`src/hdl/i2c_pkg.sv`:
```
package i2c_pkg;

    // phase length in system clocks, minus one
    typedef logic [15:0] prescale_t;

    typedef logic [7:0]  byte_t;

    // bit commands from the byte engine
    typedef enum logic [2:0]
    {
        CMD_IDLE  = 3'd0,
        CMD_START = 3'd1,
        CMD_STOP  = 3'd2,
        CMD_WRITE = 3'd3,   // also used to send the master ack
        CMD_READ  = 3'd4    // also used to sample the slave ack
    } bit_cmd_e;

    typedef enum logic [4:0]
    {
        BCTL_IDLE,
        START_A, START_B, START_C, START_D, START_E,
        STOP_A,  STOP_B,  STOP_C,  STOP_D,
        WRITE_A, WRITE_B, WRITE_C, WRITE_D,
        READ_A,  READ_B,  READ_C,  READ_D
    } bit_state_e;

    typedef struct packed
    {
        logic  start;
        logic  stop;
        logic  read;
        logic  ack_n;       // ack value sent after a read byte
        byte_t data;
    } i2c_req_t;

    typedef struct packed
    {
        byte_t data;        // byte seen on the bus
        logic  ack_in;
        logic  arblost;
    } i2c_rsp_t;

endpackage

```
`src/hdl/i2c_bit_ctl.sv`:
```
`timescale 1ns/1ps

module i2c_bit_ctl
    import i2c_pkg::*;
(
    input  logic      sysclk_i,
    input  logic      reset_n_i,
    input  logic      enable_i,
    input  prescale_t prescale_i,
    input  bit_cmd_e  cmd_i,
    input  logic      bit_i,
    input  logic      scl_i,
    input  logic      sda_i,
    output logic      cmd_ack_o,
    output logic      bit_o,
    output logic      arblost_o,
    output logic      busy_o,
    output logic      scl_oen_o,
    output logic      sda_oen_o
);

    prescale_t  cnt;
    logic       tick;
    bit_state_e state;
    logic [1:0] scl_sync;
    logic [1:0] sda_sync;
    logic       sda_last;
    logic       scl_hi;
    logic       sda_hi;

    assign scl_hi = scl_sync[1];
    assign sda_hi = sda_sync[1];

    // bring the bus lines into the clock domain
    always_ff @(posedge sysclk_i or negedge reset_n_i)
    begin
        if (!reset_n_i)
        begin
            scl_sync <= 2'b11;
            sda_sync <= 2'b11;
            sda_last <= 1'b1;
        end
        else
        begin
            scl_sync <= {scl_sync[0], scl_i};
            sda_sync <= {sda_sync[0], sda_i};
            sda_last <= sda_hi;
        end
    end

    // start/stop seen on the bus, whoever drives it
    always_ff @(posedge sysclk_i or negedge reset_n_i)
    begin
        if (!reset_n_i)
            busy_o <= 1'b0;
        else if (scl_hi && sda_last && !sda_hi)
            busy_o <= 1'b1;
        else if (scl_hi && !sda_last && sda_hi)
            busy_o <= 1'b0;
    end

    // phase tick every prescale+1 clocks
    always_ff @(posedge sysclk_i or negedge reset_n_i)
    begin
        if (!reset_n_i)
        begin
            cnt  <= '0;
            tick <= 1'b0;
        end
        else if (!enable_i)
        begin
            cnt  <= prescale_i;
            tick <= 1'b0;
        end
        else if (cnt == '0)
        begin
            cnt  <= prescale_i;
            tick <= 1'b1;
        end
        else
        begin
            cnt  <= cnt - 1'b1;
            tick <= 1'b0;
        end
    end

    always_ff @(posedge sysclk_i or negedge reset_n_i)
    begin
        if (!reset_n_i)
        begin
            state     <= BCTL_IDLE;
            scl_oen_o <= 1'b1;
            sda_oen_o <= 1'b1;
            cmd_ack_o <= 1'b0;
            bit_o     <= 1'b1;
            arblost_o <= 1'b0;
        end
        else if (!enable_i)
        begin
            state     <= BCTL_IDLE;
            scl_oen_o <= 1'b1;
            sda_oen_o <= 1'b1;
            cmd_ack_o <= 1'b0;
        end
        else
        begin
            cmd_ack_o <= 1'b0;
            if (tick)
            begin
                case (state)
                    BCTL_IDLE:
                    begin
                        // skip the cycle of the ack, command is being replaced
                        if (!cmd_ack_o)
                        begin
                            case (cmd_i)
                                CMD_START:
                                begin
                                    state     <= START_A;
                                    arblost_o <= 1'b0;
                                end
                                CMD_STOP:  state <= STOP_A;
                                CMD_WRITE: state <= WRITE_A;
                                CMD_READ:  state <= READ_A;
                                default:   state <= BCTL_IDLE;
                            endcase
                        end
                    end
                    START_A:
                    begin
                        sda_oen_o <= 1'b1;              // release sda, scl as it was
                        state     <= START_B;
                    end
                    START_B:
                    begin
                        scl_oen_o <= 1'b1;
                        state     <= START_C;
                    end
                    START_C:
                    begin
                        sda_oen_o <= 1'b0;              // start condition
                        state     <= START_D;
                    end
                    START_D: state <= START_E;          // hold time
                    START_E:
                    begin
                        scl_oen_o <= 1'b0;
                        cmd_ack_o <= 1'b1;
                        state     <= BCTL_IDLE;
                    end
                    STOP_A:
                    begin
                        scl_oen_o <= 1'b0;
                        sda_oen_o <= 1'b0;
                        state     <= STOP_B;
                    end
                    STOP_B:
                    begin
                        scl_oen_o <= 1'b1;
                        state     <= STOP_C;
                    end
                    STOP_C: state <= STOP_D;
                    STOP_D:
                    begin
                        sda_oen_o <= 1'b1;              // stop condition
                        cmd_ack_o <= 1'b1;
                        state     <= BCTL_IDLE;
                    end
                    WRITE_A:
                    begin
                        scl_oen_o <= 1'b0;
                        sda_oen_o <= bit_i;
                        state     <= WRITE_B;
                    end
                    WRITE_B:
                    begin
                        scl_oen_o <= 1'b1;
                        state     <= WRITE_C;
                    end
                    WRITE_C:
                    begin
                        bit_o <= sda_hi;
                        if (sda_oen_o && !sda_hi)
                        begin
                            // someone else holds sda low, back off the bus
                            arblost_o <= 1'b1;
                            scl_oen_o <= 1'b1;
                            sda_oen_o <= 1'b1;
                            state     <= BCTL_IDLE;
                        end
                        else
                            state <= WRITE_D;
                    end
                    WRITE_D:
                    begin
                        scl_oen_o <= 1'b0;
                        cmd_ack_o <= 1'b1;
                        state     <= BCTL_IDLE;
                    end
                    READ_A:
                    begin
                        scl_oen_o <= 1'b0;
                        sda_oen_o <= 1'b1;
                        state     <= READ_B;
                    end
                    READ_B:
                    begin
                        scl_oen_o <= 1'b1;
                        state     <= READ_C;
                    end
                    READ_C:
                    begin
                        bit_o <= sda_hi;                // middle of scl high
                        state <= READ_D;
                    end
                    READ_D:
                    begin
                        scl_oen_o <= 1'b0;
                        cmd_ack_o <= 1'b1;
                        state     <= BCTL_IDLE;
                    end
                    default: state <= BCTL_IDLE;
                endcase
            end
        end
    end

endmodule

```
`src/hdl/i2c_byte_ctl.sv`:
```
`timescale 1ns/1ps

module i2c_byte_ctl
    import i2c_pkg::*;
(
    input  logic     sysclk_i,
    input  logic     reset_n_i,
    input  logic     enable_i,
    input  logic     req_valid_i,
    input  i2c_req_t req_i,
    input  logic     cmd_ack_i,
    input  logic     bit_i,
    input  logic     arblost_i,
    output logic     req_pop_o,
    output bit_cmd_e cmd_o,
    output logic     bit_o,
    output logic     rsp_valid_o,
    output i2c_rsp_t rsp_o
);

    typedef enum logic [2:0]
    {
        IDLE,
        START,
        DATA,
        ACK,
        STOP,
        DONE
    } byte_state_e;

    byte_state_e state;
    i2c_req_t    req_q;
    byte_t       shift_q;
    logic [2:0]  bit_cnt;
    logic        ack_q;
    logic        arb_q;
    logic        arblost_d;
    logic        arb_rise;

    assign req_pop_o   = (state == IDLE) && enable_i && req_valid_i;
    assign arb_rise    = arblost_i && !arblost_d;   // flag stays up until next start
    assign rsp_valid_o = (state == DONE);
    assign rsp_o       = '{data: shift_q, ack_in: ack_q, arblost: arb_q};

    always_comb
    begin
        cmd_o = CMD_IDLE;
        bit_o = 1'b1;
        case (state)
            START: cmd_o = CMD_START;
            DATA:
            begin
                cmd_o = req_q.read ? CMD_READ : CMD_WRITE;
                bit_o = req_q.read ? 1'b1 : shift_q[7];     // msb first
            end
            ACK:
            begin
                // ack goes the other way from the data
                cmd_o = req_q.read ? CMD_WRITE : CMD_READ;
                bit_o = req_q.read ? req_q.ack_n : 1'b1;
            end
            STOP: cmd_o = CMD_STOP;
            default: cmd_o = CMD_IDLE;
        endcase
    end

    always_ff @(posedge sysclk_i or negedge reset_n_i)
    begin
        if (!reset_n_i)
            arblost_d <= 1'b0;
        else
            arblost_d <= arblost_i;
    end

    always_ff @(posedge sysclk_i or negedge reset_n_i)
    begin
        if (!reset_n_i)
        begin
            state   <= IDLE;
            bit_cnt <= '0;
            ack_q   <= 1'b1;
            arb_q   <= 1'b0;
        end
        else if (state != IDLE && state != DONE && arb_rise)
        begin
            arb_q <= 1'b1;
            state <= DONE;
        end
        else
        begin
            case (state)
                IDLE:
                begin
                    if (req_pop_o)
                    begin
                        bit_cnt <= 3'd7;
                        ack_q   <= 1'b1;
                        arb_q   <= 1'b0;
                        state   <= req_i.start ? START : DATA;
                    end
                end
                START:
                    if (cmd_ack_i)
                        state <= DATA;
                DATA:
                begin
                    if (cmd_ack_i)
                    begin
                        bit_cnt <= bit_cnt - 1'b1;
                        if (bit_cnt == '0)
                            state <= ACK;
                    end
                end
                ACK:
                begin
                    if (cmd_ack_i)
                    begin
                        ack_q <= bit_i;
                        state <= req_q.stop ? STOP : DONE;
                    end
                end
                STOP:
                    if (cmd_ack_i)
                        state <= DONE;
                default: state <= IDLE;                 // done lasts one cycle
            endcase
        end
    end

    // payload, loaded on pop and shifted per data bit
    always_ff @(posedge sysclk_i)
    begin
        if (req_pop_o)
        begin
            req_q   <= req_i;
            shift_q <= req_i.data;
        end
        else if (state == DATA && cmd_ack_i)
            shift_q <= {shift_q[6:0], bit_i};       // bus value, echo on writes
    end

endmodule

```
`src/hdl/i2c_cmd_fifo.sv`:
```
`timescale 1ns/1ps

module i2c_cmd_fifo
    import i2c_pkg::*;
#(
    parameter int DEPTH = 4
)
(
    input  logic     sysclk_i,
    input  logic     reset_n_i,
    input  logic     push_i,
    input  i2c_req_t push_data_i,
    input  logic     pop_i,
    output logic     valid_o,
    output i2c_req_t pop_data_o,
    output logic     credit_o
);

    localparam int PTR_W = (DEPTH > 1) ? $clog2(DEPTH) : 1;
    localparam int CNT_W = $clog2(DEPTH + 1);

    i2c_req_t         mem [DEPTH];
    logic [PTR_W-1:0] wr_ptr;
    logic [PTR_W-1:0] rd_ptr;
    logic [CNT_W-1:0] count;
    logic             do_pop;

    assign valid_o    = (count != '0);
    assign do_pop     = pop_i && valid_o;
    assign pop_data_o = mem[rd_ptr];

    always_ff @(posedge sysclk_i)
    begin
        if (push_i)
            mem[wr_ptr] <= push_data_i;
    end

    always_ff @(posedge sysclk_i or negedge reset_n_i)
    begin
        if (!reset_n_i)
        begin
            wr_ptr   <= '0;
            rd_ptr   <= '0;
            count    <= '0;
            credit_o <= 1'b0;
        end
        else
        begin
            credit_o <= do_pop;                     // one credit back per entry out
            if (push_i)
                wr_ptr <= (wr_ptr == PTR_W'(DEPTH - 1)) ? '0 : wr_ptr + 1'b1;
            if (do_pop)
                rd_ptr <= (rd_ptr == PTR_W'(DEPTH - 1)) ? '0 : rd_ptr + 1'b1;
            if (push_i && !do_pop)
                count <= count + 1'b1;
            else if (do_pop && !push_i)
                count <= count - 1'b1;
        end
    end

endmodule

```
`src/hdl/i2c_master_top.sv`:
```
`timescale 1ns/1ps

module i2c_master_top
    import i2c_pkg::*;
#(
    parameter int DEPTH = 4
)
(
    input  logic      sysclk_i,
    input  logic      reset_n_i,
    input  logic      enable_i,
    input  prescale_t prescale_i,
    input  logic      req_valid_i,
    input  i2c_req_t  req_i,
    input  logic      scl_i,
    input  logic      sda_i,
    output logic      credit_o,
    output logic      rsp_valid_o,
    output i2c_rsp_t  rsp_o,
    output logic      busy_o,
    output logic      scl_oen_o,
    output logic      sda_oen_o
);

    logic     fifo_valid;
    i2c_req_t fifo_req;
    logic     fifo_pop;
    bit_cmd_e bit_cmd;
    logic     bit_tx;
    logic     cmd_ack;
    logic     bit_rx;
    logic     arblost;

    i2c_cmd_fifo #(
        .DEPTH (DEPTH)
    ) i_i2c_cmd_fifo (
        .sysclk_i    (sysclk_i),
        .reset_n_i   (reset_n_i),
        .push_i      (req_valid_i),
        .push_data_i (req_i),
        .pop_i       (fifo_pop),
        .valid_o     (fifo_valid),
        .pop_data_o  (fifo_req),
        .credit_o    (credit_o)
    );

    i2c_byte_ctl i_i2c_byte_ctl (
        .sysclk_i    (sysclk_i),
        .reset_n_i   (reset_n_i),
        .enable_i    (enable_i),
        .req_valid_i (fifo_valid),
        .req_i       (fifo_req),
        .cmd_ack_i   (cmd_ack),
        .bit_i       (bit_rx),
        .arblost_i   (arblost),
        .req_pop_o   (fifo_pop),
        .cmd_o       (bit_cmd),
        .bit_o       (bit_tx),
        .rsp_valid_o (rsp_valid_o),
        .rsp_o       (rsp_o)
    );

    i2c_bit_ctl i_i2c_bit_ctl (
        .sysclk_i    (sysclk_i),
        .reset_n_i   (reset_n_i),
        .enable_i    (enable_i),
        .prescale_i  (prescale_i),
        .cmd_i       (bit_cmd),
        .bit_i       (bit_tx),
        .scl_i       (scl_i),
        .sda_i       (sda_i),
        .cmd_ack_o   (cmd_ack),
        .bit_o       (bit_rx),
        .arblost_o   (arblost),
        .busy_o      (busy_o),
        .scl_oen_o   (scl_oen_o),
        .sda_oen_o   (sda_oen_o)
    );

endmodule

```
`config.mk`:
```
export PLATFORM = sky130hd
export DESIGN_NAME = i2c_master_top
export DESIGN_NICKNAME = d
export VERILOG_FILES = /design/src/hdl/i2c_pkg.sv /design/src/hdl/i2c_bit_ctl.sv /design/src/hdl/i2c_byte_ctl.sv /design/src/hdl/i2c_cmd_fifo.sv /design/src/hdl/i2c_master_top.sv
export SDC_FILE = /design/constraint.sdc
export NUM_CORES = 1
export LEC_CHECK = 0
export BUFFER_PORTS_ARGS = -buffer_cell sky130_fd_sc_hd__buf_2
export CORE_ASPECT_RATIO = 0.7
export CORE_UTILIZATION = 42
export CTS_CLUSTER_DIAMETER = 60
export DETAILED_ROUTE_END_ITERATION = 16
export SLEW_MARGIN = 5
export SYNTH_ARGS = -nofsm -noshare
export SYNTH_HDL_FRONTEND = slang
export SYNTH_SLANG_ARGS = --single-unit
export TNS_END_PERCENT = 5
```
`constraint.sdc`:
```
create_clock -name sysclk_i -period 2.5 [get_ports sysclk_i]
set_input_delay 0.5 -clock sysclk_i [delete_from_list [all_inputs] [get_ports sysclk_i]]
set_output_delay 0.5 -clock sysclk_i [all_outputs]
set_load 0.01 [all_outputs]
```
# [Word-level counts from Yosys, hierarchy flattened]
# Memories as Yosys holds them, arrays and structs flattened.
# Index checks and enable logic that the tools add are counted.
[totals] regBits=61 latchBits=0 ram_bits=48 mem_bits_ro=0 inputBits=34 out_inout_bits=15 word_cells=185 n_memories=1
[op_classes] n_addsub=6 multipliers=0 div=0 order_cmp=0 n_eq_ne=46 shifts=0 muxes=58 bitwise=1 reduce_logical=48
[mem_list] name="i_i2c_cmd_fifo.mem" words=4 word_bits=12 read_ports=1 rd_clocked_by_memory_dff=0 write_ports=1 line_no="i2c_cmd_fifo.sv:22" rtl="i2c_req_t mem [DEPTH];"
[ops] operator="$pmux W5 S14" n=1
[ops] operator="$eq A5 B4 Y1 const B" n=8
[ops] operator="$mux W3" n=13
[ops] operator="$mux W16" n=2
[ops] operator="$mux W1" n=24
[ops] operator="$eq A5 B3 Y1 const B" n=4
[ops] operator="$logic_not A16 Y1" n=1
[ops] operator="$mux W8" n=2
[ops] operator="$pmux W4 S4" n=1
[ops] operator="$reduce_bool A2 Y1" n=8
[ops] operator="$sub A16 B1 Y16 const B" n=1
[ops] operator="$mux W5" n=3
[ops] operator="$ne A3 B1 Y1 const B" n=5
[ops] operator="$pmux W3 S5" n=1
[ops] operator="$logic_and A1 B1 Y1" n=14
[ops] operator="$eq A3 B2 Y1 const B" n=4
[ops] operator="$pmux W3 S4" n=1
[ops] operator="$reduce_and A6 Y1" n=2
[ops] operator="$eq A5 B2 Y1 const B" n=2
[ops] operator="$eq A5 B5 Y1 const B" n=2
[ops] operator="$eq A3 B3 Y1 const B" n=3
[ops] operator="$ne A3 B3 Y1 const B" n=3
[ops] operator="$reduce_and A3 Y1" n=3
[ops] operator="$ne A2 B1 Y1 const B" n=4
[ops] operator="other kinds (27)" n=47

# [Depth between registers and ports, before layout]
[depth] ltp_word=8 mapped_depth=10 mapped_depth_nobuf=8

# [Cells and area by module]
# Synthesis repeated with hierarchy kept, for this count alone.
[unflattened] hier_cells=414 hier_area_um2=5276.3
[modules_own_cells] module="i2c_cmd_fifo" instances=1 cells_per_inst=101 area_per_inst_um2=2209.6
[modules_own_cells] module="i2c_bit_ctl" instances=1 cells_per_inst=208 area_per_inst_um2=1886.8
[modules_own_cells] module="i2c_byte_ctl" instances=1 cells_per_inst=105 area_per_inst_um2=1179.9

# [Least setup slack after synthesis]
# OpenSTA, ideal clock, no wires.
[synth_timing] path_type="reg2reg" startpoint="register i_i2c_cmd_fifo.count[0]" endpoint="register i_i2c_cmd_fifo.count[2]" setup_ps=79 arrival_ps=2476 required_ps=2421 slack_ps=-55 stages_incl_launch_ff=10 n_path_buf=1 period_less_slack_ps=2555 path_cell_list="dfrtp_1 -> o31ai_1 -> nand2b_1 -> clkbuf_1 -> ha_1 -> inv_1 -> fa_1 -> xor2_1 -> nor2_1 -> xor2_1"
[synth_between] elab_chain_len=6 word_cells_on_any_way=11
[synth_lines] element="from (decl)" line_no="i2c_cmd_fifo.sv:25" rtl="logic [CNT_W-1:0] count;"
[synth_lines] element="from (signal assigned)" line_no="i2c_cmd_fifo.sv:55" rtl="count <= count + 1'b1;"
[synth_lines] element="from (signal assigned)" line_no="i2c_cmd_fifo.sv:57" rtl="count <= count - 1'b1;"
[synth_lines] element="branches (longest 6 deep; another with $sub A3 B1 Y3)"
# Several ways; the timed one is not identified. The select of a mux whose other input is x is not followed.
# A chain may end at the register's enable or synchronous reset.

# [Final worst setup path]
[layout_timing] startpoint="register i_i2c_cmd_fifo.count[1]" endpoint="register i_i2c_cmd_fifo.count[2]"
# The elaborated chain is that of the path after synthesis.

==> flow_metrics.py <==
metrics = {
    "place": {
        "portBuffers": 48,
        "placed_cell_area_um2": 5540,
        "hpwl_mm": 7.00,
        "place.gp.congestion": 0.893,
    },
    "timing": {
        "rsz0062_at_grt": "no",
        "worst_clock_skew_ns": 0.00908,
        "finalMaxSlewViolations": 0,
        "setup_tns_ns": 0,
        "finalHoldViolCount": 0,
        "finalSetupViolations": 0,
        "timing.final.crit_period_ns": 2.27,
        "fin_crit_sh_pct": 90.6,
        "fmax_mhz": 441,
        "worst_slew_pin_slew_ns": 0.738,
        "relSlewSlack_pct": 50.7,
    },
    "route": {
        "drt_iter0_drc": 278,
        "wl_mm": 9.91,
        "avgRoutedWirePerCell_um": 15.8,
        "dr_total_vias": 3299,
        "drc": 0,
        "dr.pass1.iters": 5,
        "ant_nets": 0,
        "via_per_inst": 5.27,
    },
    "die": {
        "design.core.area_um2": 11700,
        "fp.dieH_um": 94.0,
        "floorplan.initialDensity_pct": 43.3,
        "die_area_um2": 12500,
        "fp-row-count": 33,
        "io_pins": 49,
        "die_w_um": 133,
    },
    "yosys": {
        "synth_nets": 461,
        "synth-seq-cells": 109,
        "synth_most_common_cell": "edfxtp_1",
        "syn_avg_cell_area_um2": 12.2,
        "synthFlopType": "edfxtp_1",
        "netlist_top_cells_area": "edfxtp_1 35%, dfrtp_1 20%, mux4_2 5.3%, dfstp_2 4.7%, nand2_1 3.2%",
        "ys_seq_area_share_pct": 59.7,
        "yosys_warnings": 0,
        "synth_area_um2": 5080,
        "syn_inst": 416,
        "synth_common_cells": "59 x edfxtp_1, 43 x nand2_1, 41 x dfrtp_1",
        "synthDistinctLibCells": 55,
        "synth_edf_count": 59,
        "netlist.area_leader.share_pct": 34.9,
        "async_flop_share_pct": 45.9,
        "synth_area_leader_cell": "edfxtp_1",
    },
    "clock_network": {
        "cts_setup_buffers": 0,
        "htree_levels": 3,
        "cts.path.max_buffers": 2,
        "clkSinkCount": 109,
        "cts_tree": "built",
        "cts_resized": 0,
        "cts_root_buffer": "clkbuf_16",
        "cts_buffers": 9,
        "clkLatencyLatePin_ns": 0.35,
        "path_clk_slew_ns": 0.07,
        "cts.hold.buffers_added": 0,
    },
    "setup_path": {
        "cp_cell_sequence": "o31ai_2 > nand2b_1 > ha_1 > inv_1 > fa_1 > xor2_1 > nor2_1 > xor2_1",
        "critPathKind": "reg2reg",
        "cp_common_cell": "xor2_1",
        "cp_max_fo": 6,
        "end_kind": "register",
        "critical_path_arrival_ns": 2.54,
        "cpPeakStageDelay_ns": 0.50,
        "cp-start-kind": "register",
        "slowest_stage": "o31ai_2",
        "crit_required_ns": 2.77,
    },
    "global_route": {
        "globalRouteMet2Util_pct": 23.7,
        "grt_pass1_vias": 3193,
        "antenna_found_initial": 0,
        "grt_start_max_net_pins": 51,
        "top_usage_layer": "met1",
        "grt_overflow": 0,
        "grt_pass1_wl_mm": 16.5,
        "grt_usage_pct": 17.2,
        "use_met1_pct": 26.7,
        "gr-usage-met3_pct": 4.10,
    },
    "cells_and_area": {
        "final_nets": 510,
        "area_delta_synth_final_pct": 14.5,
        "insertedDiodeCount": 0,
        "finish.utilization_pct": 49.6,
        "nFillCells": 1047,
        "final_layout_size_suffix_gt1_share_pct": 24.7,
        "design_area_um2": 5820,
    },
    "run_status": {
        "status": "completed",
    },
    "hold_path": {
        "hold_path.class": "in2async",
    },
    "power_and_ir_drop": {
        "p_leak_nw": 2.27,
        "ir_drop_v": 0.000382,
        "p_per_area_nw_per_um2": 800,
    },
    "flow_run": {
        "cap_violations": 0,
    },
}
## path summary, 6_finish.rpt
| kind | from | to | slack (ns) | depth (start not counted) |
|---|---|---|---|---|
| min in group sysclk_i | sda_i | i_i2c_bit_ctl.sda_sync[0] | 0.25 | 1 |
| max in group asynchronous | reset_n_i | i_i2c_cmd_fifo.rd_ptr[0] | 1.81 | 2 |
| setup reg to reg | i_i2c_cmd_fifo.count[1] | i_i2c_cmd_fifo.count[2] | 0.23 | 8 |
| hold / removal | reset_n_i | i_i2c_byte_ctl.bit_cnt[0] | 0.25 | 2 |
| hold reg to reg | i_i2c_bit_ctl.scl_sync[0] | i_i2c_bit_ctl.scl_sync[1] | 0.36 | 0 |
| setup / recovery | i_i2c_cmd_fifo.count[1] | i_i2c_cmd_fifo.count[2] | 0.23 | 8 |
## per-stage QoR
stage	hold slack, ns	std cells	setup WS [ns]	total power, mW
after CTS	0.232	626	0.218	4.71
after global routing	0.236	626	0.00166	4.90
final	0.246	626	0.234	4.65
after detailed placement	0.347	611	0.250	3.35
after floorplan	0.204	416	0.0529	3.04
after global placement	0.347	611	0.341	3.32
## placed cells by master (no fill, tap or decap), types with 3 or more instances in the layout
cell        n
edfxtp_1   59
o21ai_0    28
clkbuf_16   9
dfrtp_1    41
nor2b_1     6
nor2_1     27
dfstp_2     9
buf_4      14
o22a_1      3
a221oi_1    3
o22ai_1     6
mux4_2     12
nand2b_1    8
nand3_1     4
xor2_1      7
nor3_1     17
mux2_2      9
xnor2_1    12
nand2_1    43
ha_1       10
a21o_1      3
and2_1      6
buf_2      48
a211oi_1    3
inv_6       4
a21oi_1    18
a22o_1      4
or3_1       3
inv_1      16
## kinds of logic (layout without fill, tap and decap cells)
kind of cell	Yosys count	after routing	share of synthesized area, %
buffers and inverters	40	93	3.15
adder cells (fa/ha/maj)	11	11	2.86
XOR/XNOR	19	19	3.28
multiplexers	21	21	7.31
AO/OA/AOI/OAI	91	91	11.7
flip-flops	109	109	59.7
AND/OR/NAND/NOR	125	125	12.0
## flip-flops by register name, indices dropped and copies added, names as in the netlist, 2 cells and up
name                    flops
i_i2c_bit_ctl.cnt          16
i_i2c_bit_ctl.scl_sync      2
i_i2c_bit_ctl.sda_sync      2
i_i2c_bit_ctl.state         5
i_i2c_byte_ctl.bit_cnt      3
i_i2c_byte_ctl.req_q        3
i_i2c_byte_ctl.shift_q      8
i_i2c_byte_ctl.state        3
i_i2c_cmd_fifo.count        3
i_i2c_cmd_fifo.mem         48
i_i2c_cmd_fifo.rd_ptr       2
i_i2c_cmd_fifo.wr_ptr       2
## cell type report
type / count / area (um^2) / share of cell area [%]
tap: 157 / 196 / 3.38
timing repair buffer: 62 / 345 / 5.94
clock buffer: 9 / 225 / 3.87
clock inverter: 6 / 51.3 / 0.882
inverter: 16 / 60.1 / 1.03
sequential: 109 / 3030 / 52.2
multi-input combinational: 267 / 1900 / 32.7
## metal layers
| layer | share of wire (%) | up-vias |
|---|---|---|
| met2 | 42 | 89 |
| met4 | 1.2 | 0 |
| li1 | - | 1614 |
| met5 | 0 | - |
| met1 | 52 | 1586 |
| met3 | 4.5 | 10 |
## worst max-delay path, delay by kind of cell (launching register included)
kind                     cells  cell delay (ns)
AO/OA/AOI/OAI                1             0.50
XOR/XNOR                     2             0.33
adder cells (fa/ha/maj)      2             0.57
buffers and inverters        1             0.06
flip-flops                   1             0.42
AND/OR/NAND/NOR              2             0.31
## report_power, final
group | leakage (nW) | switching, mW | internal [mW] | total (mW)
registers | 1.14 | 0.149 | 2.18 | 2.33
logic | 0.999 | 0.514 | 0.452 | 0.965
clock network | 0.135 | 0.667 | 0.690 | 1.36
Note: power is estimated with default switching activity, not from simulation.
